## src/logic/lbp_pkg.sv

```systemverilog
`default_nettype none

package lbp_pkg;

  // frame geometry for this build
  localparam int IMG_COLS = 16;
  localparam int IMG_ROWS = 16;
  localparam int FRAME_PIX = IMG_COLS * IMG_ROWS;
  localparam int COL_W = $clog2(IMG_COLS);
  localparam int ROW_W = $clog2(IMG_ROWS);
  localparam int PIX_CNT_W = $clog2(FRAME_PIX);

  localparam int PIX_W = 8;
  localparam int CODE_W = 8;
  localparam int CNT_W = 16;

  // nine 8-bit pixels need 12 bits
  localparam int SUM_W = 12;

  // one bank of 2**CODE_W bins per descriptor
  localparam int BIN_W = CODE_W + 1;
  localparam int NUM_BINS = 1 << BIN_W;

  // last valid_i to frame_done_o
  localparam int DONE_DLY = 5;

  typedef struct packed {
    logic [PIX_W-1:0] nw;
    logic [PIX_W-1:0] n;
    logic [PIX_W-1:0] ne;
    logic [PIX_W-1:0] w;
    logic [PIX_W-1:0] c;
    logic [PIX_W-1:0] e;
    logic [PIX_W-1:0] sw;
    logic [PIX_W-1:0] s;
    logic [PIX_W-1:0] se;
  } window_t;

  typedef struct packed {
    logic              valid;
    logic [CODE_W-1:0] code;
  } code_req_t;

  typedef enum logic {
    DESC_NI  = 1'b0,
    DESC_LBP = 1'b1
  } desc_e;

  // neighbours indexed by code bit
  typedef logic [CODE_W-1:0][PIX_W-1:0] nbr_t;

  // bit order e, ne, n, nw, w, sw, s, se
  function automatic nbr_t window_nbrs(window_t win);
    nbr_t nbrs;
    nbrs[0] = win.e;
    nbrs[1] = win.ne;
    nbrs[2] = win.n;
    nbrs[3] = win.nw;
    nbrs[4] = win.w;
    nbrs[5] = win.sw;
    nbrs[6] = win.s;
    nbrs[7] = win.se;
    return nbrs;
  endfunction

endpackage

`default_nettype wire

```

## src/logic/lbp_code.sv

```systemverilog
`default_nettype none

module lbp_code (
  input  logic               clk,
  input  logic               arst_n_i,
  input  logic               win_valid_i,
  input  lbp_pkg::window_t   win_i,
  output lbp_pkg::code_req_t req_o
);

  lbp_pkg::nbr_t              nbrs;
  logic [lbp_pkg::CODE_W-1:0] code_d;
  logic [lbp_pkg::CODE_W-1:0] code_q;
  logic                       valid_q;

  assign nbrs = lbp_pkg::window_nbrs(win_i);

  // threshold every neighbour against the centre
  always_comb begin
    for (int i = 0; i < lbp_pkg::CODE_W; i++) begin
      code_d[i] = (nbrs[i] >= win_i.c);
    end
  end

  always_ff @(posedge clk or negedge arst_n_i) begin
    if (!arst_n_i) begin
      valid_q <= 1'b0;
    end else begin
      valid_q <= win_valid_i;
    end
  end

  always_ff @(posedge clk) begin
    if (win_valid_i) begin
      code_q <= code_d;
    end
  end

  assign req_o = '{valid: valid_q, code: code_q};

endmodule

`default_nettype wire

```

## config.mk

```make
export PLATFORM = sky130hd
export DESIGN_NAME = lbp_code
export DESIGN_NICKNAME = d
export VERILOG_FILES = /design/src/logic/lbp_pkg.sv /design/src/logic/lbp_code.sv
export SDC_FILE = /design/constraint.sdc
export NUM_CORES = 1
export LEC_CHECK = 0
export ABC_AREA = 1
export BUFFER_PORTS_ARGS = -buffer_cell sky130_fd_sc_hd__clkbuf_2
export CAP_MARGIN = 20
export CORE_MARGIN = 2
export CORE_UTILIZATION = 35
export CTS_CLUSTER_DIAMETER = 50
export DETAILED_ROUTE_END_ITERATION = 16
export PLACE_DENSITY = 0.69
export SLEW_MARGIN = 20
export SYNTH_ARGS = -nofsm -noshare
export SYNTH_HDL_FRONTEND = slang
export SYNTH_SLANG_ARGS = --single-unit
```

## constraint.sdc

```tcl
create_clock -name clk -period 1.1 [get_ports clk]
set_input_delay 0.055 -clock clk [delete_from_list [all_inputs] [get_ports clk]]
set_output_delay 0.055 -clock clk [all_outputs]
set_load 0.01 [all_outputs]
```

# [Yosys cells after proc, flatten, opt, wreduce, memory -nomap -nowiden]
# Cells that the tools add are included.
# Widths: inputs -> output; s select.
[word_totals] romBits=0 wordCells=10 memories=0 mem_bits_rw=0 latchBits=0 register_bits=9
[classes] shift=0 div=0 eq_ne=0 n_addsub=0 order_cmp=8 bitwise=0 multipliers=0 reduce_logical=0 muxes=0
[ops] op="$ge 8x8->1" count=8

# [Longest topological paths before layout]
# Gate-level depths: netlist (run 1).
[depth] depth_word=1 ltp_mapped=9 depth_no_buf=9

# [Least setup slack after synthesis (run 1)]
# No wires, ideal clock.
[synth_path] path_type="input to register" startpoint="input port win_i[39] (netlist name)" endpoint="register code_q[0] (netlist name), data pin" t_arrival_ps=818 setup_slack_ps=22 t_required_ps=840 cell_stages=5 path_cell_list="inv_1 ha_1 a21o_2 nor2_1 nand3_1"
[synth_between] elab_chain_len=1
[synth_lines] item="from (decl)" line_no="lbp_code.sv:7" source="input lbp_pkg::window_t win_i,"
[synth_lines] item="$ge 8x8->1" line_no="lbp_code.sv:21" source="code_d[i] = (nbrs[i] >= win_i.c);"
[synth_lines] item="via code_d (one bit)" line_no="lbp_code.sv:12" source="logic [lbp_pkg::CODE_W-1:0] code_d;"
[synth_lines] item="to (signal assigned)" line_no="lbp_code.sv:35" source="code_q <= code_d;"
[synth_lines] item="to (decl)" line_no="lbp_code.sv:13" source="logic [lbp_pkg::CODE_W-1:0] code_q;"
# The timed path passes the listed nets, and every way through them passes these cells.
# A chain may end at the register's enable or synchronous reset.

# [Worst setup path after layout (run 1)]
[layout_path] startpoint="input port win_i[33] (netlist name)" endpoint="register code_q[2] (netlist name), data pin"
# Same word-level chain as after synthesis.

==> results of run 1 <==
[cell type report]
class | instances | area, µm²
sequential | 9 | 265
fill | 504 | 2270
timing repair buffer | 94 | 557
inverter | 46 | 191
clock buffer | 4 | 45.0
multi-input combinational | 192 | 1590
tap | 70 | 87.6
[critical path: cells and delay by family]
kind	cells	cell delay, ns
fa+ha+maj	1	0.23
simple gates	6	0.40
buf+inv	3	0.43
[cells in the mapped netlist]
library cell,count,area (µm²)
buf_4,1,7.51
nand2_1,78,293
nand4_1,1,6.26
nor2_2,1,6.26
dfrtp_1,1,25.0
nor2_1,16,60.1
ha_1,64,801
a21o_2,1,8.76
a21oi_1,16,80.1
edfxtp_1,8,240
nand3_1,8,40.0
o21a_1,7,52.6
inv_1,46,173
[worst max path at each step]
| stage | from | to | slack (ns) | depth (start not counted) |
|---|---|---|---|---|
| 6_report | win_i[33] | code_q[2] | -0.04 | 10 |
| 5_1_grt | win_i[33] | code_q[2] | -0.12 | 10 |
| 4_1_cts | win_i[33] | code_q[5] | -0.01 | 9 |
| 3_5_place_dp | win_i[33] | code_q[5] | -0.26 | 9 |
| 3_3_place_gp | win_i[33] | code_q[5] | -0.24 | 9 |
| 2_1_floorplan | win_i[39] | code_q[0] | 0.02 | 5 |
[per-layer routing]
metal	vias up	part of all wire, %
met5	-	0
met4	0	0.40
met3	2	4.7
met2	56	51
met1	786	44
li1	1000	-
[metrics by stage]
stage	util, %	hold slack (ns)	power (mW)
after floorplan	-	-0.241	0.901
after global placement	45.8	-0.171	1.17
after detailed placement	45.8	-0.168	1.19
after CTS	46.9	0.114	1.59
after global routing	54.7	0.126	1.92
final	54.7	0.109	1.74
[timing repair]
item | CTS | global route
pin swaps | 0 | 15
resized for setup | 0 | 48
cloned | 0 | 0
buffers inserted | 0 | 9
hold buffers | 1 | 0
setup endpoints to repair | 3 | 8
endpoints found under the hold margin | 1 | 0
[power groups by stage]
stage               logic, mW  registers [mW]  clock network [mW]
floorplan               0.443           0.457                   0
detailed placement      0.757           0.437                   0
CTS                     0.764           0.431               0.394
global route             1.08           0.435               0.407
global placement        0.730           0.437                   0
finish                  0.930           0.431               0.382
[kinds of logic after synthesis]
| logic type | count (synthesis) |
|---|---|
| AND/OR/NAND/NOR | 104 |
| adder cells (fa/ha/maj) | 64 |
| AO/OA/AOI/OAI | 24 |
| buffers and inverters | 47 |
| flip-flops | 9 |
[sequential cells by signal (all words and copies together) (netlist names)]
register and cells:
valid_q 1, code_q 8
==> run metrics, run 1 <==
GRT Overall Usage 15.0%; GRT busiest layer met2; Slew @ Worst Pin 0.364 ns; post-synth net total a little under 400; TritonCTS clock tree built; worst vdd ir 0.357 mV; initial antenna violation count 0; unrepaired setup endpoints after global routing yes; post-DP HPWL roughly 3600 µm; row cnt 26; gpl congestion 0.775; final slew viol count 0; DRC Markers 0; minimum clock period around 1.1 ns; vias per inst 4.44; mux share of post-synthesis cell area 0%; Leakage 1.54 nW; Reg clk slew, reported paths 0.04 ns; Post-Synthesis Cell Area around 1800 µm²; CP Class input pin to flip-flop; Worst Hold Path Cells 1; chip width approximately 76 µm; M3 GR Usage 1.06%; register share of total power 24.8%; fmax 0.874 GHz; I/O pin count 84; vias in the first global route 1605; met2 Use GR 28.0%; DR WL/cell ~11 µm; Core ar. roughly 5000 µm²; fraction of layout cells with a size suffix above 1 between 40% and 50%; largest net degree at the start of global routing 10; met1 GRT Util 18.6%; Rel. slew slack 75.7%; global-route wire length before repair 6580 µm; Post-Layout Cell Count 415; worst hold path class input pin to flip-flop; Cells after Synth 248; most frequent CP cell nand2_2; synth warn 0; post-synthesis compound-gate area fraction slightly below 8%; fin area 2740 µm²; cells along the critical path buf_6 -> clkinvlp_4 -> buf_6 -> ha_4 -> nand2_1 -> nand3_2 -> nand2_2 -> nand2_2 -> nand2_2 -> nand2_1; H-Tree Depth 1; register area share after synthesis 14.8%; Final setup viols 1; via count 1844; internal power roughly 1.1 mW; Final period util 104%; first-pass detailed-route iteration total 4; setup TNS -0.0445 ns; pwr dens 636 nW/µm²; CTS sink cnt 9; Max Cap Viol 0; gr ovfl total 0; Starting Density 35.8%; Net Sw Frac 35.0%; CP Max Fanout 8; pre-CTS WS -0.259 ns; clock network power share 21.9%; commonest non-fill, non-tap cells in the layout clkbuf_2, nand2_1, ha_1; failing checks setup timing; Die H 75.6 µm; die area 5710 µm²; synthesis-to-layout area growth 52.8%; crit path DAT around 1.1 ns; Post-Synth XOR/XNOR Area 0%; most common cell after layout, fill and taps aside clkbuf_2; antenna cells 0; Cells after DPL about 400; CTS Root Cell clkbuf_8; area share of fa/ha/maj cells after synthesis 44.7%; Comb pwr share between 50% and 60%; WP data required between 1 and 1.5 ns; Critical Path Start Type input pin; drt total wl 4520 µm; Netlist cell types 13; Setup WS post-layout -0.0445 ns; switching pwr 0.610 mW; deepest clock path buffer count 2; fin nets 485; largest stage delay on the critical path 0.23 ns; CP max-delay cell ha_4; count of input and output buffers 83; ANT nets after route 0; Hold Fails Final Rpt 0; Hold Path Origin win_valid_i; outcome finished with violations; flops & latches, synth 9; placed cell areas 2300 µm²; dominant combinational cell family by area after synthesis adder cells; CTS Buf Count 3; Hold EP valid_q; DR iter-0 viols 37; Setup crit end kind flip-flop; Post-Synth Simple-Gate Area 22.6%; average cell area after synthesis about 7.2 µm²
(Power assumes the default switching activity.)
==> inputs of run 2 (changes only) <==
CTS_BUF_LIST = sky130_fd_sc_hd__clkbuf_4 sky130_fd_sc_hd__clkbuf_8   (was unset)
==> run metrics, run 2 (same netlist as run 1, synthesis figures left out) <==
outcome finished with violations; failing checks setup timing; synthesis-to-layout area growth 53.0%; pwr dens 644 nW/µm²; CTS Buf Count 3; CP top delay family buffers and inverters; vias in the first global route 1602; minimum clock period 1.13 ns; Post-Layout Cell Count 415; Reg clk slew, reported paths 0.04 ns; fmax roughly 0.9 GHz; Final setup viols 1; WP buf/inv 3; worst hold path class input pin to flip-flop; most common cell after layout, fill and taps aside clkbuf_2; fin nets 485; initial antenna violation count 0; Leakage between 1.5 and 2 nW; row cnt 26; CTS Root Cell clkbuf_8; global-route wire length before repair 6590 µm; biggest regs code_q: 8 flops, valid_q: 1 flops; I/O pin count 84; GRT Overall Usage between 15 and 20%; Setup WS post-layout -0.0339 ns; Final Core Density 54.7%; final slew viol count 0; die area 5710 µm²; fin area 2740 µm²; cells along the critical path buf_6 -> clkinvlp_4 -> buf_6 -> ha_4 -> nand2_1 -> nand3_2 -> nand2_2 -> nand2_2 -> nand2_2 -> nand2_1; most frequent CP cell nand2_2; placed cell areas 2300 µm²; Tot Pwr 1.77 mW; chip width 75.6 µm; Cells after DPL 401; DR WL/cell 10.8 µm; TritonCTS clock tree built; ANT nets after route 0; Core ar. 5010 µm²; largest stage delay on the critical path around 0.23 ns; max reg flops 8; via count 1837; largest net degree at the start of global routing 10; Hold Fails Final Rpt 0; Biggest register code_q; CP Max Fanout 8; count of input and output buffers 83; Rel. slew slack 76.0%; CTS sink cnt 9; gpl congestion 0.775; H-Tree Depth 1; Max Cap Viol 0; post-DP HPWL 3590 µm; area of the multi-input gates 1590 µm²; Reg area 265 µm²; unrepaired setup endpoints after global routing yes; Final period util 103%; WP data required ~1.1 ns; Critical Path Start Type input pin; first-pass detailed-route iteration total 4; deepest clock path buffer count 2; Starting Density 35.8%; vias per inst 4.43; DRC Markers 0; Layout fillers a little over 500; drt total wl 4500 µm; Die H ~76 µm; commonest non-fill, non-tap cells in the layout clkbuf_2, nand2_1, ha_1; crit path DAT about 1.1 ns; Slew @ Worst Pin 0.359 ns; Setup crit end kind flip-flop; DR iter-0 viols 30; CP max-delay cell ha_4; antenna cells 0; gr ovfl total 0; CP Class input pin to flip-flop; worst vdd ir about 0.36 mV; setup TNS -0.0339 ns; fraction of layout cells with a size suffix above 1 40.3%
## run 2: cell count changes in the layout (fill, tap and decap cells not counted)
cell      change
clkbuf_4      +1
clkbuf_1      -1
## run 2: layout make-up
class | instances | share of cell area [%]
multi-input cells | 192 | 58.1
repair buffers | 94 | 20.3
flip-flops and latches | 9 | 9.67
inverters | 46 | 6.98
well taps | 70 | 3.19
clock buffers | 4 | 1.78
## run 2: final timing paths
path	slack [ns]	from	to	depth (start not counted)
setup / recovery	-0.03	win_i[33]	code_q[2]	10
hold / removal	0.11	win_valid_i	valid_q	1
max in group asynchronous	0.88	arst_n_i	valid_q	2
min in group asynchronous	0.14	arst_n_i	valid_q	2
## run 2: stage by stage
| stage | hold WS [ns] | setup slack, ns |
|---|---|---|
| 6_report | 0.107 | -0.0339 |
| 4_1_cts | 0.113 | -0.0122 |
| 3_3_place_gp | -0.171 | -0.236 |
| 3_5_place_dp | -0.168 | -0.259 |
| 5_1_grt | 0.124 | -0.122 |
| 2_1_floorplan | -0.241 | 0.0224 |
## run 2: report_power, final
part	switching (mW)	internal, mW	leakage (nW)
sequential	0.00962	0.422	0.0896
combinational	0.469	0.458	1.43
clock	0.131	0.277	0.0262
total	0.610	1.16	1.54
## run 2: layer usage
| layer | up-vias | part of all wire, % | GRT usage, % | wire length, µm |
|---|---|---|---|---|
| met5 | - | 0 | 0 | 0 |
| met4 | 0 | 0.78 | 3.90 | 35 |
| met3 | 4 | 4.7 | 1.06 | 210 |
| met2 | 50 | 51 | 28.1 | 2280 |
| met1 | 784 | 44 | 18.6 | 1980 |
| li1 | 999 | - | - | - |
## run 2: timing repair
action / 4_1_cts / 5_1_grt
hold buffers: 1 / 0
pin swaps: 0 / 15
gates resized for setup: 0 / 48
endpoints found under the setup margin: 3 / 8
setup buffers: 0 / 9
hold endpoints to repair: 1 / 0
