`config.mk`:
```
export PLATFORM = sky130hd
export DESIGN_NAME = line_window_3x3
export DESIGN_NICKNAME = d
export VERILOG_FILES = /design/src/logic/lbp_pkg.sv /design/src/logic/line_window_3x3.sv
export SDC_FILE = /design/constraint.sdc
export NUM_CORES = 1
export LEC_CHECK = 0
export ABC_CLOCK_PERIOD_IN_PS = 6400
export BUFFER_PORTS_ARGS = -buffer_cell sky130_fd_sc_hd__buf_2
export CORE_UTILIZATION = 55
export CTS_CLUSTER_SIZE = 24
export DETAILED_ROUTE_END_ITERATION = 10
export HOLD_SLACK_MARGIN = 0.02
export PLACE_DENSITY = 0.74
export SLEW_MARGIN = 20
export SYNTH_ARGS = -nofsm -noshare
export SYNTH_HDL_FRONTEND = slang
export SYNTH_SLANG_ARGS = --single-unit
```
`constraint.sdc`:
```
create_clock -name clk -period 6.4 [get_ports clk]
set_input_delay 0.96 -clock clk [delete_from_list [all_inputs] [get_ports clk]]
set_output_delay 0.96 -clock clk [all_outputs]
set_load 0.01 [all_outputs]
```
`src/logic/lbp_pkg.sv`:
```
`default_nettype none

package lbp_pkg;

  // frame geometry for this build
  localparam int IMG_COLS = 16;
  localparam int IMG_ROWS = 16;
  localparam int FRAME_PIX = IMG_COLS * IMG_ROWS;
  localparam int COL_W = $clog2(IMG_COLS);
  localparam int ROW_W = $clog2(IMG_ROWS);
  localparam int PIX_CNT_W = $clog2(FRAME_PIX);

  localparam int PIX_W = 8;
  localparam int CODE_W = 8;
  localparam int CNT_W = 16;

  // nine 8-bit pixels need 12 bits
  localparam int SUM_W = 12;

  // one bank of 2**CODE_W bins per descriptor
  localparam int BIN_W = CODE_W + 1;
  localparam int NUM_BINS = 1 << BIN_W;

  // last valid_i to frame_done_o
  localparam int DONE_DLY = 5;

  typedef struct packed {
    logic [PIX_W-1:0] nw;
    logic [PIX_W-1:0] n;
    logic [PIX_W-1:0] ne;
    logic [PIX_W-1:0] w;
    logic [PIX_W-1:0] c;
    logic [PIX_W-1:0] e;
    logic [PIX_W-1:0] sw;
    logic [PIX_W-1:0] s;
    logic [PIX_W-1:0] se;
  } window_t;

  typedef struct packed {
    logic              valid;
    logic [CODE_W-1:0] code;
  } code_req_t;

  typedef enum logic {
    DESC_NI  = 1'b0,
    DESC_LBP = 1'b1
  } desc_e;

  // neighbours indexed by code bit
  typedef logic [CODE_W-1:0][PIX_W-1:0] nbr_t;

  // bit order e, ne, n, nw, w, sw, s, se
  function automatic nbr_t window_nbrs(window_t win);
    nbr_t nbrs;
    nbrs[0] = win.e;
    nbrs[1] = win.ne;
    nbrs[2] = win.n;
    nbrs[3] = win.nw;
    nbrs[4] = win.w;
    nbrs[5] = win.sw;
    nbrs[6] = win.s;
    nbrs[7] = win.se;
    return nbrs;
  endfunction

endpackage

`default_nettype wire

```
`src/logic/line_window_3x3.sv`:
```
`default_nettype none

module line_window_3x3 (
  input  logic                      clk,
  input  logic                      arst_n_i,
  input  logic                      valid_i,
  input  logic [lbp_pkg::PIX_W-1:0] pixel_i,
  output logic                      win_valid_o,
  output lbp_pkg::window_t          win_o
);

  logic [lbp_pkg::COL_W-1:0] col_q;
  logic [lbp_pkg::ROW_W-1:0] row_q;
  logic                      col_last;
  logic                      row_last;
  logic                      interior;

  // row buffers, one and two rows back
  logic [lbp_pkg::PIX_W-1:0] row1_mem [lbp_pkg::IMG_COLS];
  logic [lbp_pkg::PIX_W-1:0] row2_mem [lbp_pkg::IMG_COLS];

  // column stages, index 0 is the newest column
  logic [lbp_pkg::PIX_W-1:0] top_q [3];
  logic [lbp_pkg::PIX_W-1:0] mid_q [3];
  logic [lbp_pkg::PIX_W-1:0] bot_q [3];

  assign col_last = (col_q == lbp_pkg::COL_W'(lbp_pkg::IMG_COLS - 1));
  assign row_last = (row_q == lbp_pkg::ROW_W'(lbp_pkg::IMG_ROWS - 1));
  assign interior = (row_q >= lbp_pkg::ROW_W'(2)) && (col_q >= lbp_pkg::COL_W'(2));

  // raster position of the incoming pixel
  always_ff @(posedge clk or negedge arst_n_i) begin
    if (!arst_n_i) begin
      col_q <= '0;
      row_q <= '0;
      win_valid_o <= 1'b0;
    end else begin
      win_valid_o <= valid_i && interior;
      if (valid_i) begin
        if (col_last) begin
          col_q <= '0;
          row_q <= row_last ? '0 : row_q + 1'b1;
        end else begin
          col_q <= col_q + 1'b1;
        end
      end
    end
  end

  always_ff @(posedge clk) begin
    if (valid_i) begin
      row2_mem[col_q] <= row1_mem[col_q];
      row1_mem[col_q] <= pixel_i;
      top_q[0] <= row2_mem[col_q];
      mid_q[0] <= row1_mem[col_q];
      bot_q[0] <= pixel_i;
      for (int i = 1; i < 3; i++) begin
        top_q[i] <= top_q[i-1];
        mid_q[i] <= mid_q[i-1];
        bot_q[i] <= bot_q[i-1];
      end
    end
  end

  // oldest column is west, top row is north
  always_comb begin
    win_o.nw = top_q[2];
    win_o.n  = top_q[1];
    win_o.ne = top_q[0];
    win_o.w  = mid_q[2];
    win_o.c  = mid_q[1];
    win_o.e  = mid_q[0];
    win_o.sw = bot_q[2];
    win_o.s  = bot_q[1];
    win_o.se = bot_q[0];
  end

endmodule

`default_nettype wire

```
# --- Word level (Yosys, flattened, before mapping) ---
# Memory sizes are Yosys's and may differ from the RTL's.
# Index checks and enable logic that the tools add are counted.
word_totals:
  output_inout_bits: 73
  ram_bits: 328
  mem_count: 5
  register_bits: 9
  inputBits: 11
mem_list:
  columns: ["memory", "depth", "word_bits", "rd", "rd_clocked_by_memory_dff", "write_ports", "line", "text"]
  rows:
  - ["row1_mem", 16, 8, 1, 0, 1, "line_window_3x3.sv:19", "logic [lbp_pkg::PIX_W-1:0] row1_mem [lbp_pkg::IMG_COLS];"]
  - ["row2_mem", 16, 8, 1, 0, 1, "line_window_3x3.sv:20", "logic [lbp_pkg::PIX_W-1:0] row2_mem [lbp_pkg::IMG_COLS];"]
  - ["bot_q", 3, 8, 3, 0, 3, "line_window_3x3.sv:25", "logic [lbp_pkg::PIX_W-1:0] bot_q [3];"]
  - ["mid_q", 3, 8, 3, 0, 3, "line_window_3x3.sv:24", "logic [lbp_pkg::PIX_W-1:0] mid_q [3];"]
  - ["top_q", 3, 8, 3, 0, 3, "line_window_3x3.sv:23", "logic [lbp_pkg::PIX_W-1:0] top_q [3];"]
op_classes:
  reduce_logical: 3
  mux: 4
  n_lt_le_gt_ge: 2
  add_sub_neg: 2
  eq_ne: 2
op_table:
  columns: ["operator", "count"]
  rows:
  - ["4-bit by 1-bit adder with 4-bit output (second input constant)", 2]
  - ["4-bit == test (second input constant)", 2]
  - ["4-bit by 2-bit >= comparator with 1-bit output (second input constant)", 2]
  - ["4-bit 2-to-1 mux", 2]
  - ["1-bit logical AND", 2]
  - ["1-bit 2-to-1 mux", 2]
  - ["2-bit AND reduction", 1]

# --- Logic depth before layout (Yosys ltp) ---
depth:
  ltp_word: 3
  ltp_mapped: 7

# --- Least setup slack after synthesis ---
# Ideal clock, no wire load.
synth_path:
  kind: "in2reg"
  start: "input valid_i"
  end: "memory row1_mem[13][0] (netlist bit) (enable)"
  setup_time_ns: 0.388
  path_slack_ns: 3.948
  path_buffers: 1
  t_arrival_ns: 2.064
  stages: 3
  required_ns: 6.012
  cell_sequence: "clkbuf_1 -> nand2_1 -> nor2_1"
synth_between:
  elab_chain_len: 2
synth_rtl:
  columns: ["element", "line", "text"]
  rows:
  - ["from (decl)", "line_window_3x3.sv:6", "input logic valid_i,"]
  - ["1-bit 2-to-1 mux", "line_window_3x3.sv:51", "if (valid_i) begin"]
  - ["1-bit 2-to-1 mux (not written as such)", "line_window_3x3.sv:53", "row1_mem[col_q] <= pixel_i;"]
  - ["to (decl)", "line_window_3x3.sv:19", null]
# No other way between the ends.

# --- Worst setup path in the final report ---
layout_path:
  start: "register col_q[1] (netlist bit)"
  end: "register row_q[3] (netlist bit)"
layout_between:
  elab_chain_len: 2
layout_rtl:
  columns: ["element", "line", "text"]
  rows:
  - ["from (decl)", "line_window_3x3.sv:12", "logic [lbp_pkg::COL_W-1:0] col_q;"]
  - ["from (signal assigned)", "line_window_3x3.sv:44", "col_q <= col_q + 1'b1;"]
  - ["4-bit == test", "line_window_3x3.sv:27", "assign col_last = (col_q == lbp_pkg::COL_W'(lbp_pkg::IMG_COLS - 1));"]
  - ["2-bit AND reduction (no source line)", null, null]
  - ["to (signal assigned)", "line_window_3x3.sv:42", "row_q <= row_last ? '0 : row_q + 1'b1;"]
  - ["to (decl)", "line_window_3x3.sv:13", "logic [lbp_pkg::ROW_W-1:0] row_q;"]
# No other way between the ends.
# A chain may end at the register's enable or synchronous reset.

==> flow_summary.json <==
{
  "ys_seq_elements": 337,
  "layout-drive-gt1-share_pct": 32.2,
  "crit_fanout": 46,
  "fin_cells": 951,
  "r2r_slack_ns": 3.22,
  "ys_seq_area_share_pct": 81.7,
  "crit_family": "buffers and inverters",
  "grt_max_degree": 85,
  "holdBufCountCts": 0,
  "pre_cts_ws_ns": 3.00,
  "critPathRequiredTime_ns": 6.80,
  "crit-reg2reg-launch": "col_q[1]",
  "diodes": 0,
  "setup_viol": 0,
  "crit_top_cell": "nand4_1",
  "grt-ovfl-total": 0,
  "clock_latency_ns": 0.51,
  "reg2reg_to": "row_q[3]",
  "wirelength_um": 22900,
  "path_cells": "buf_4 > ha_1 > nand4_1 > inv_1 > nand4_1 > o21ai_0",
  "die_area_mm2": 0.0230,
  "maxSlewViolCount": 0,
  "clkSinkCount": 337,
  "finalInstanceArea_mm2": 0.0142,
  "worst-path-buf-inv": 2,
  "outcome": "completed",
  "hold_class": "input pin to asynchronous set/reset pin",
  "finalCriticalPeriod_ns": 3.18,
  "avgSynthCellArea_um2": 22.9,
  "crit_arrival_ns": 3.58,
  "endpoint_kind": "flop",
  "max_stage_delay_ns": 0.78,
  "dr_total_vias": 5696,
  "worstRegToRegCells": 6,
  "slew_headroom_pct": 28.8,
  "vias_per_cell": 5.99,
  "die_w_um": 152,
  "total_power_mw": 6.38,
  "grt_pass1_vias": 5894,
  "cp_slowest_cell": "dfrtp_2",
  "critical_path_class": "flop to flop",
  "place_area_mm2": 0.0131,
  "port_buffers": 83,
  "cts.clk_slew.worst_paths_ns": 0.06,
  "ir_drop_mv": 0.258,
  "die_h_um": 152,
  "fp.coreArea_mm2": 0.0219,
  "fin_crit_sh_pct": 49.6,
  "drtIter0Drc": 490,
  "synth_area_mm2": 0.0123,
  "cts_made_buffers": 35,
  "synthArstFlopShare_pct": 2.67,
  "cts_tree": "done",
  "synthToLayoutAreaGrowth_pct": 14.9,
  "netlist_instances": 538,
  "fin_tns_setup_ns": 0,
  "num_rows": 54,
  "wire_per_inst_um": 24.1,
  "grt_pass1_wl_um": 35100,
  "synth-edff-count": 328,
  "cts_setup_buffers": 0,
  "yosysWarnings": 0,
  "timing.final.hold_violations": 0,
  "rsz0062_at_grt": "false",
  "powerDensity_mw_per_mm2": 450,
  "cts-root-buf": "clkbuf_16",
  "dp.cells": 893,
  "fin_ws_ns": 3.22,
  "clockBufferDepth": 3,
  "antenna_found_initial": 0,
  "max-cap-violations": 0,
  "gp_congestion": 0.810,
  "initial_core_util_pct": 56.4,
  "synth_nets": 555,
  "synthFlopType": "edfxtp_1",
  "fmax_ghz": 0.315,
  "htree_num_levels": 2,
  "p_leak_nw": 4.78,
  "worstMarginPinSlew_ns": 1.07,
  "yosysUniqueCellTypes": 26,
  "nNetsFinal": 667,
  "cp-start-kind": "flop",
  "drtAntennaViolNets": 0,
  "dr.pass1.iters": 5,
  "route.detailed.drc": 0,
  "cts-resized-gates": 0,
  "dp_hpwl_um": 13400,
  "io_pins": 84,
  "grt_util_all_layers_pct": 21.3,
  "fin_skew_ns": 0.0135
}
==> through the flow <==
| step | util (%) | hold slack [ns] |
|---|---|---|
| global placement | 59.8 | 0.424 |
| detailed placement | 59.8 | 0.426 |
| global route | 64.8 | 0.314 |
| CTS | 64.8 | 0.296 |
| finish | 64.8 | 0.307 |
| floorplan | - | 0.472 |
==> placed cells by master (no fill, tap or decap) <==
cell type / n
ha_1: 6
dfrtp_2: 1
inv_6: 1
o21ai_0: 7
nand4_1: 2
o311a_1: 1
clkinv_4: 1
inv_1: 5
o31ai_1: 1
clkinvlp_4: 2
nand2b_1: 2
a21oi_1: 2
nand3_1: 5
clkbuf_8: 1
edfxtp_1: 328
buf_2: 82
nor2_2: 2
dfrtp_1: 7
clkinv_2: 5
buf_4: 19
clkbuf_16: 37
mux4_1: 2
and2_1: 1
dfrtp_4: 1
nor2_1: 14
nor2b_1: 2
clkbuf_1: 4
bufinv_16: 2
or2_1: 1
nand2_1: 25
xnor2_1: 2
mux4_2: 62
a22oi_1: 32
or4_1: 1
clkinv_1: 5
==> kinds of logic after synthesis <==
logic type      after synthesis  synth area share (%)
mux                          64                  11.7
buf+inv                      31                  1.47
xor+xnor                      2                 0.142
simple gates                 55                  1.92
fa+ha+maj                     6                 0.609
compound gates               43                  2.45
flops                       337                  81.7
==> cells in the mapped netlist (all sizes together) (2+ instances only) <==
| cell | n | area [um^2] |
|---|---|---|
| edfxtp | 328 | 9850 |
| mux4 | 64 | 1450 |
| a22oi | 32 | 240 |
| nand2 | 25 | 93.8 |
| nor2 | 16 | 60.1 |
| buf | 14 | 118 |
| clkbuf | 12 | 45.0 |
| dfrtp | 9 | 225 |
| o21ai | 7 | 35.0 |
| ha | 6 | 75.1 |
| inv | 5 | 18.8 |
| nand3 | 5 | 25.0 |
| a21oi | 2 | 10.0 |
| nand2b | 2 | 12.5 |
| nand4 | 2 | 12.5 |
| nor2b | 2 | 12.5 |
| xnor2 | 2 | 17.5 |
==> final cells by class <==
class	count	area, um^2
multi-input combinational	170	2090
sequential	337	10100
timing repair buffer	101	553
inverter	5	18.8
clock inverter	16	136
clock buffer	42	955
tap	280	350
fill	1455	7710
==> registers in the layout (all words and copies together) (netlist names) <==
name         cells
top_q           24
row2_mem       128
col_q            4
mid_q           24
win_valid_o      1
bot_q           24
row_q            4
row1_mem       128
==> layer usage <==
| layer | part of all wire (%) | global-route usage (%) |
|---|---|---|
| met5 | 0 | 0 |
| met4 | 2.4 | 7.82 |
| met3 | 7.0 | 3.80 |
| met2 | 52 | 35.6 |
| met1 | 39 | 28.4 |
==> worst max-delay path by stage <==
stage                                 end  slack [ns]     start  depth (start not counted)
after CTS                        row_q[3]        3.15  col_q[1]                          6
after floorplan           row1_mem[13][0]        3.95   valid_i                          3
after global routing             row_q[3]        2.98  col_q[1]                          6
final                            row_q[3]        3.22  col_q[1]                          6
after detailed placement         row_q[3]        3.00   valid_i                          5
after global placement     row1_mem[7][2]        2.79   valid_i                          3
==> worst reg2reg max path, delay by kind of cell (launching register included) <==
kind            cells  cell delay [ns]
flops               1             0.78
fa+ha+maj           1             0.36
compound gates      1             0.24
simple gates        2             0.38
buf+inv             2             1.33
==> where the power goes <==
group          internal, mW  leakage [nW]  switching [mW]
sequential             3.02          3.14           0.171
clock                  1.14         0.532           0.795
combinational         0.462          1.11           0.798
total                  4.62          4.78            1.76
(Power assumes the default switching activity.)
