===== config.mk =====
export PLATFORM = sky130hd
export DESIGN_NAME = ni_code
export DESIGN_NICKNAME = d
export VERILOG_FILES = /design/src/logic/lbp_pkg.sv /design/src/logic/ni_code.sv
export SDC_FILE = /design/constraint.sdc
export NUM_CORES = 1
export LEC_CHECK = 0
export BUFFER_PORTS_ARGS = -buffer_cell sky130_fd_sc_hd__clkbuf_2
export CAP_MARGIN = 20
export CORE_MARGIN = 3
export CORE_UTILIZATION = 45
export CTS_CLUSTER_DIAMETER = 80
export DETAILED_ROUTE_END_ITERATION = 16
export PLACE_DENSITY = 0.62
export SETUP_SLACK_MARGIN = 0.5
export SLEW_MARGIN = 10
export SYNTH_ARGS = -nofsm -noshare
export SYNTH_HDL_FRONTEND = slang
export SYNTH_SLANG_ARGS = --single-unit

===== constraint.sdc =====
create_clock -name clk -period 0.8 [get_ports clk]
set_clock_uncertainty 0.05 [all_clocks]
set_input_delay 0.08 -clock clk [delete_from_list [all_inputs] [get_ports clk]]
set_output_delay 0.08 -clock clk [all_outputs]
set_load 0.05 [all_outputs]

===== src/logic/lbp_pkg.sv =====
`default_nettype none

package lbp_pkg;

  // frame geometry for this build
  localparam int IMG_COLS = 16;
  localparam int IMG_ROWS = 16;
  localparam int FRAME_PIX = IMG_COLS * IMG_ROWS;
  localparam int COL_W = $clog2(IMG_COLS);
  localparam int ROW_W = $clog2(IMG_ROWS);
  localparam int PIX_CNT_W = $clog2(FRAME_PIX);

  localparam int PIX_W = 8;
  localparam int CODE_W = 8;
  localparam int CNT_W = 16;

  // nine 8-bit pixels need 12 bits
  localparam int SUM_W = 12;

  // one bank of 2**CODE_W bins per descriptor
  localparam int BIN_W = CODE_W + 1;
  localparam int NUM_BINS = 1 << BIN_W;

  // last valid_i to frame_done_o
  localparam int DONE_DLY = 5;

  typedef struct packed {
    logic [PIX_W-1:0] nw;
    logic [PIX_W-1:0] n;
    logic [PIX_W-1:0] ne;
    logic [PIX_W-1:0] w;
    logic [PIX_W-1:0] c;
    logic [PIX_W-1:0] e;
    logic [PIX_W-1:0] sw;
    logic [PIX_W-1:0] s;
    logic [PIX_W-1:0] se;
  } window_t;

  typedef struct packed {
    logic              valid;
    logic [CODE_W-1:0] code;
  } code_req_t;

  typedef enum logic {
    DESC_NI  = 1'b0,
    DESC_LBP = 1'b1
  } desc_e;

  // neighbours indexed by code bit
  typedef logic [CODE_W-1:0][PIX_W-1:0] nbr_t;

  // bit order e, ne, n, nw, w, sw, s, se
  function automatic nbr_t window_nbrs(window_t win);
    nbr_t nbrs;
    nbrs[0] = win.e;
    nbrs[1] = win.ne;
    nbrs[2] = win.n;
    nbrs[3] = win.nw;
    nbrs[4] = win.w;
    nbrs[5] = win.sw;
    nbrs[6] = win.s;
    nbrs[7] = win.se;
    return nbrs;
  endfunction

endpackage

`default_nettype wire


===== src/logic/ni_code.sv =====
`default_nettype none

module ni_code (
  input  logic               clk,
  input  logic               arst_n_i,
  input  logic               win_valid_i,
  input  lbp_pkg::window_t   win_i,
  output lbp_pkg::code_req_t req_o
);

  lbp_pkg::nbr_t              nbrs;
  logic [lbp_pkg::SUM_W-1:0]  win_sum;
  logic [lbp_pkg::SUM_W-1:0]  nine_x [lbp_pkg::CODE_W];
  logic [lbp_pkg::CODE_W-1:0] code_d;
  logic [lbp_pkg::CODE_W-1:0] code_q;
  logic                       valid_q;

  assign nbrs = lbp_pkg::window_nbrs(win_i);

  // sum of all nine pixels, centre included
  always_comb begin
    win_sum = lbp_pkg::SUM_W'(win_i.c);
    for (int i = 0; i < lbp_pkg::CODE_W; i++) begin
      win_sum = win_sum + lbp_pkg::SUM_W'(nbrs[i]);
    end
  end

  // 9*nb >= sum is the same test as nb >= mean
  always_comb begin
    for (int i = 0; i < lbp_pkg::CODE_W; i++) begin
      nine_x[i] = (lbp_pkg::SUM_W'(nbrs[i]) << 3) + lbp_pkg::SUM_W'(nbrs[i]);
      code_d[i] = (nine_x[i] >= win_sum);
    end
  end

  always_ff @(posedge clk or negedge arst_n_i) begin
    if (!arst_n_i) begin
      valid_q <= 1'b0;
    end else begin
      valid_q <= win_valid_i;
    end
  end

  always_ff @(posedge clk) begin
    if (win_valid_i) begin
      code_q <= code_d;
    end
  end

  assign req_o = '{valid: valid_q, code: code_q};

endmodule

`default_nettype wire


== Word-level counts from Yosys, hierarchy flattened ==
Index checks and enable logic that the tools add are counted.

* Register bits: 9
* Input port bits: 75
* Word-level logic and storage cells: 26
* Output and inout bits: 9

* Add/sub/neg operators: 16
* Magnitude comparators: 8

{| class="wikitable"
|+ Operator list
! cell !! count
|-
| $add A11 B8 Y12 || 9
|-
| $ge A12 B12 Y1 || 8
|-
| $add A12 B8 Y12 || 4
|-
| $add A10 B8 Y11 || 1
|-
| $add A9 B8 Y10 || 1
|-
| $add A8 B8 Y9 || 1
|}

== Logic depth before layout (Yosys ltp) ==
* Depth in word-level cells: 9
* Gate-level depth with buffers: 23
* Depth with buffers taken out: 23

== Worst setup path before layout ==
OpenSTA, ideal clock, no wires.

* Kind: input to register
* Start: in win_i[2] in the netlist's numbering
* End: reg code_q[5] in the netlist's numbering, data pin
* Data arrival time: 5.220 ns
* Buffers on the path: 0
* Cell stages on the path: 23
* Library setup time: 0.267 ns
* Data required time: 0.483 ns
* Slack: -4.737 ns
* Path through: inv_1 > fa_1 > inv_1 > fa_1 > fa_1 > inv_1 > fa_1 > inv_1 > ha_1 > inv_1 > fa_1 > nor2b_4 > o31ai_2 > or2b_1 > a21o_1 > xnor2_1 > ha_1 > or4_1 > a211oi_1 > o21ai_1 > o21a_1 > o32ai_1 > a31oi_1

* Longest elaborated chain between the ends: 2

{| class="wikitable"
|+ Ends and longest elaborated chain
! element !! RTL line !! source
|-
| start, declared || ni_code.sv:7 || <nowiki>input lbp_pkg::window_t win_i,</nowiki>
|-
| $add A12 B8 Y12 || ni_code.sv:24 || <nowiki>win_sum = win_sum + lbp_pkg::SUM_W'(nbrs[i]);</nowiki>
|-
| $ge A12 B12 Y1 || ni_code.sv:32 || <nowiki>code_d[i] = (nine_x[i] >= win_sum);</nowiki>
|-
| named net code_d (one bit) || ni_code.sv:14 || <nowiki>logic [lbp_pkg::CODE_W-1:0] code_d;</nowiki>
|-
| end signal, assigned || ni_code.sv:46 || <nowiki>code_q <= code_d;</nowiki>
|-
| end, declared || ni_code.sv:15 || <nowiki>logic [lbp_pkg::CODE_W-1:0] code_q;</nowiki>
|}

The timed path passes the listed nets, and every way through them passes these cells.
A chain may end at the register's enable or synchronous reset.

== Final worst setup path ==
* Start: in win_i[6] in the netlist's numbering
* End: reg code_q[5] in the netlist's numbering, data pin

The elaborated chain is that of the path after synthesis.

==> run_summary.xml <==
<?xml version="1.0" encoding="UTF-8"?>
<metrics>
  <group name="route">
    <metric name="via_count" unit="">6354</metric>
    <metric name="first_pass_iters" unit="">7</metric>
    <metric name="wl_per_cell" unit="um">18.1</metric>
    <metric name="post-route-drc-count" unit="">0</metric>
    <metric name="finalWirelength" unit="um">21000</metric>
    <metric name="detail_route.iter0.violations" unit="">302</metric>
    <metric name="avgViaCountPerCell" unit="">5.49</metric>
    <metric name="number_of_nets_still_failing_antenna_checks_after_routing" unit="">0</metric>
  </group>
  <group name="timing">
    <metric name="worstMarginPinSlew" unit="ns">0.619</metric>
    <metric name="finalHoldWorstSlack" unit="ns">-0.444</metric>
    <metric name="clock.fmax" unit="GHz">0.193</metric>
    <metric name="postLayoutSetupSlackWorst" unit="ns">-4.39</metric>
    <metric name="timing.final.crit_share" unit="">6.49</metric>
    <metric name="grt_setup_unrepaired" unit="">yes</metric>
    <metric name="hold_violations" unit="">2</metric>
    <metric name="final.min_clock_period" unit="ns">5.19</metric>
    <metric name="number_of_endpoints_failing_setup_at_the_final_stage" unit="">17</metric>
    <metric name="timing.slew.headroom" unit="">0.582</metric>
    <metric name="slew_viol_final" unit="">0</metric>
  </group>
  <group name="logic_synthesis">
    <metric name="synth_edf_count" unit="">8</metric>
    <metric name="synth-seq-area-share" unit="">0.0435</metric>
    <metric name="async_reset_ff_frac" unit="">0.111</metric>
    <metric name="ys.warnings.count" unit="">0</metric>
    <metric name="synth.cell_area" unit="um^2">6100</metric>
    <metric name="syn_avg_cell_area" unit="um^2">8.91</metric>
    <metric name="postSynthRegisterBits" unit="">9</metric>
    <metric name="yosys.cell_types.count" unit="">62</metric>
    <metric name="netlist_instances" unit="">684</metric>
    <metric name="synth_ff_type" unit="">sky130_fd_sc_hd__edfxtp_1</metric>
    <metric name="synth_fp_nets" unit="">954</metric>
  </group>
  <group name="worst_setup_path">
    <metric name="crit_path_cell_trace" unit="">clkbuf_2, inv_1, fa_1, inv_1, fa_1, fa_1, inv_1, fa_1, inv_1, ha_1, o21a_1, o31ai_4, or2b_1, a21o_1, xnor2_4, ha_2, or4_4, a211oi_2, o21ai_1, o21a_1, o32ai_2, a31oi_1</metric>
    <metric name="worstPathBufferInverterCount" unit="">5</metric>
    <metric name="worst_path_dominant_cell_family" unit="">adder cells</metric>
    <metric name="worst_ep_required_time" unit="ns">0.72</metric>
    <metric name="critical_path.startpoint_type" unit="">primary input</metric>
    <metric name="timing.critical_path.slowest_cell_delay" unit="ns">0.57</metric>
    <metric name="timing.critical_path.fanout_max" unit="">6</metric>
    <metric name="crit_arrival" unit="ns">5.11</metric>
    <metric name="crit_path_end_kind" unit="">register</metric>
    <metric name="timing_worst_setup_path_type" unit="">in2reg</metric>
    <metric name="cpMaxStageDelayCell" unit="">sky130_fd_sc_hd__fa_1</metric>
  </group>
  <group name="clock_network">
    <metric name="tritoncts_clock_tree" unit="">built</metric>
    <metric name="cts_inserted_buffers" unit="">3</metric>
    <metric name="clockBufferDepth" unit="">2</metric>
    <metric name="cts_htree_levels" unit="">1</metric>
    <metric name="cts_num_sinks" unit="">9</metric>
    <metric name="clock_slew_at_the_register_clock_pins_of_the_worst_setup_and_hold_paths" unit="ns">0.05</metric>
    <metric name="root_buffer" unit="">sky130_fd_sc_hd__clkbuf_16</metric>
  </group>
  <group name="cells_and_area">
    <metric name="fillCellCount" unit="">1090</metric>
    <metric name="final_util" unit="">0.691</metric>
    <metric name="synthToLayoutAreaGrowth" unit="%">46.4</metric>
    <metric name="num-nets-final" unit="">1257</metric>
    <metric name="antenna_cells" unit="">0</metric>
    <metric name="drive_above_1_share" unit="">0.376</metric>
    <metric name="number_of_standard_cells_in_the_layout_taps_in_and_fillers_out" unit="">1158</metric>
  </group>
  <group name="floorplan">
    <metric name="fp.dieArea" unit="um^2">15000</metric>
    <metric name="floorplan.rows" unit="">41</metric>
    <metric name="fp.dieW" unit="um">122</metric>
    <metric name="core_area" unit="um^2">12900</metric>
    <metric name="effective_utilization_at_floorplan" unit="">0.472</metric>
    <metric name="fp.dieH" unit="um">122</metric>
    <metric name="pin_count" unit="">84</metric>
  </group>
  <group name="status">
    <metric name="violations" unit="">hold timing, setup timing</metric>
    <metric name="status" unit="">complete, but fails checks</metric>
  </group>
  <group name="grt">
    <metric name="antenna_violations_before_repair" unit="">0</metric>
    <metric name="grt_pass1_vias" unit="">6713</metric>
    <metric name="grt_max_degree" unit="">9</metric>
    <metric name="grt_remaining_overflow" unit="">0</metric>
    <metric name="grt_pass1_wl" unit="um">33000</metric>
    <metric name="globalRouteTotalUtil" unit="">0.283</metric>
  </group>
  <group name="place">
    <metric name="dp.cells" unit="">1147</metric>
    <metric name="dp_hpwl" unit="um">18100</metric>
    <metric name="place_congestion" unit="">0.969</metric>
    <metric name="number_of_buffer_cells_added_on_primary_ports" unit="">83</metric>
  </group>
  <group name="min_path">
    <metric name="holdCritPathClass" unit="">in2async</metric>
  </group>
  <group name="job">
    <metric name="max_cap_violations" unit="">0</metric>
  </group>
</metrics>
repair_timing:
action,in CTS,in global routing
setup buffers,3,3
pin swaps,21,20
gates cloned,1,0
setup endpoints to repair,26,22
endpoints found under the hold margin,2,2
resized for setup,55,47
cell families (layout without fill, tap and decap cells):
kind of cell    count (synthesis)  after routing  share of synthesized area
flops                           9              9                     0.0435
buf+inv                       107            409                     0.0696
compound gates                192            192                      0.227
simple gates                  139            139                      0.123
xor+xnor                       42             42                     0.0603
fa+ha+maj                     195            195                      0.477
registers in the layout (all words and copies together) (netlist names):
register,flops
code_q,8
valid_q,1
routing by layer:
| layer | part of all wire | GRT usage |
|---|---|---|
| met1 | 0.43 | 0.365 |
| met2 | 0.50 | 0.503 |
| met3 | 0.047 | 0.0318 |
| met4 | 0.031 | 0.0749 |
| met5 | 0 | 0 |
cell type report:
| class | count | area, um^2 | share of cell area |
|---|---|---|---|
| multi-input cells | 568 | 5690 | 0.638 |
| inverters | 103 | 397 | 0.0444 |
| flip-flops and latches | 9 | 265 | 0.0297 |
| clock buffers | 4 | 78.8 | 0.00883 |
| well taps | 172 | 215 | 0.0241 |
| repair buffers | 302 | 2280 | 0.255 |
cell usage after synthesis (2+ instances only):
master | instances | area, um^2
sky130_fd_sc_hd__nand3_1 | 8 | 40.0
sky130_fd_sc_hd__nor2b_1 | 3 | 18.8
sky130_fd_sc_hd__o32ai_2 | 3 | 48.8
sky130_fd_sc_hd__nor4b_1 | 2 | 17.5
sky130_fd_sc_hd__o311ai_0 | 2 | 17.5
sky130_fd_sc_hd__o31ai_1 | 3 | 22.5
sky130_fd_sc_hd__a211o_1 | 4 | 35.0
sky130_fd_sc_hd__o21a_1 | 19 | 143
sky130_fd_sc_hd__edfxtp_1 | 8 | 240
sky130_fd_sc_hd__or3_1 | 4 | 25.0
sky130_fd_sc_hd__o41ai_1 | 3 | 26.3
sky130_fd_sc_hd__nor2_1 | 23 | 86.3
sky130_fd_sc_hd__nor4_1 | 4 | 25.0
sky130_fd_sc_hd__a2111oi_0 | 3 | 26.3
sky130_fd_sc_hd__and4_1 | 2 | 17.5
sky130_fd_sc_hd__nor3_1 | 11 | 55.1
sky130_fd_sc_hd__nor3b_1 | 12 | 90.1
sky130_fd_sc_hd__or4_1 | 4 | 30.0
sky130_fd_sc_hd__a221oi_1 | 2 | 17.5
sky130_fd_sc_hd__xnor2_1 | 29 | 254
sky130_fd_sc_hd__o21bai_1 | 5 | 37.5
sky130_fd_sc_hd__a21o_1 | 22 | 165
sky130_fd_sc_hd__o21ai_1 | 2 | 10.0
sky130_fd_sc_hd__nand4_1 | 3 | 18.8
sky130_fd_sc_hd__o211ai_1 | 3 | 22.5
sky130_fd_sc_hd__fa_1 | 62 | 1240
sky130_fd_sc_hd__buf_6 | 2 | 22.5
sky130_fd_sc_hd__o32ai_1 | 4 | 35.0
sky130_fd_sc_hd__nand2b_1 | 20 | 125
sky130_fd_sc_hd__o21ai_0 | 30 | 150
sky130_fd_sc_hd__ha_1 | 133 | 1660
sky130_fd_sc_hd__inv_1 | 103 | 387
sky130_fd_sc_hd__a211oi_1 | 12 | 90.1
sky130_fd_sc_hd__o2111ai_1 | 7 | 61.3
sky130_fd_sc_hd__xor2_1 | 13 | 114
sky130_fd_sc_hd__nand2_1 | 37 | 139
sky130_fd_sc_hd__buf_4 | 2 | 15.0
sky130_fd_sc_hd__a21oi_1 | 43 | 215
sky130_fd_sc_hd__a31oi_1 | 5 | 31.3
sky130_fd_sc_hd__a2111o_1 | 2 | 22.5
sky130_fd_sc_hd__o2111a_1 | 4 | 45.0
final timing paths:
kind | cells past startpoint | to | startpoint | slack (ns)
worst max-delay path | 22 | code_q[5]$_DFFE_PP_ | win_i[6] | -4.39
worst min-delay path | 1 | valid_q$_DFF_PN0_ | arst_n_i | -0.44
max in group asynchronous | 1 | valid_q$_DFF_PN0_ | arst_n_i | 1.05
min in group clk | 1 | valid_q$_DFF_PN0_ | win_valid_i | -0.05
through the flow:
step	setup WS (ns)	instance area (um^2)	hold WS (ns)	TNS [ns]
floorplan	-4.36	6180	-0.266	-33.41
global placement	-4.71	8380	-0.195	-37.00
detailed placement	-4.83	8380	-0.185	-37.87
CTS	-4.38	8770	-0.443	-36.10
global route	-4.57	8930	-0.447	-37.61
finish	-4.39	8930	-0.444	-36.07
layout by cell type, fill, tap and decap left out, types with 5 or more instances in the layout:
cell,synthesis,routed
sky130_fd_sc_hd__buf_8,0,11
sky130_fd_sc_hd__a211oi_2,1,6
sky130_fd_sc_hd__nand3_1,8,8
sky130_fd_sc_hd__a21oi_1,43,39
sky130_fd_sc_hd__nor2_1,23,23
sky130_fd_sc_hd__inv_1,103,93
sky130_fd_sc_hd__o2111ai_1,7,7
sky130_fd_sc_hd__xor2_1,13,12
sky130_fd_sc_hd__a21o_1,22,22
sky130_fd_sc_hd__xnor2_1,29,27
sky130_fd_sc_hd__edfxtp_1,8,8
sky130_fd_sc_hd__ha_1,133,122
sky130_fd_sc_hd__nor3_1,11,10
sky130_fd_sc_hd__o21ai_1,2,7
sky130_fd_sc_hd__fa_1,62,58
sky130_fd_sc_hd__buf_6,2,9
sky130_fd_sc_hd__buf_4,2,210
sky130_fd_sc_hd__inv_2,0,8
sky130_fd_sc_hd__o21ai_0,30,22
sky130_fd_sc_hd__nor3b_1,12,12
sky130_fd_sc_hd__ha_4,0,7
sky130_fd_sc_hd__clkbuf_2,0,66
sky130_fd_sc_hd__o21a_1,19,19
sky130_fd_sc_hd__a211oi_1,12,7
sky130_fd_sc_hd__nand2_1,37,34
sky130_fd_sc_hd__o21bai_1,5,5
sky130_fd_sc_hd__nand2b_1,20,20
Power is not shown: default switching activity piles up to over one toggle a cycle in this logic, so the estimate is an artifact.
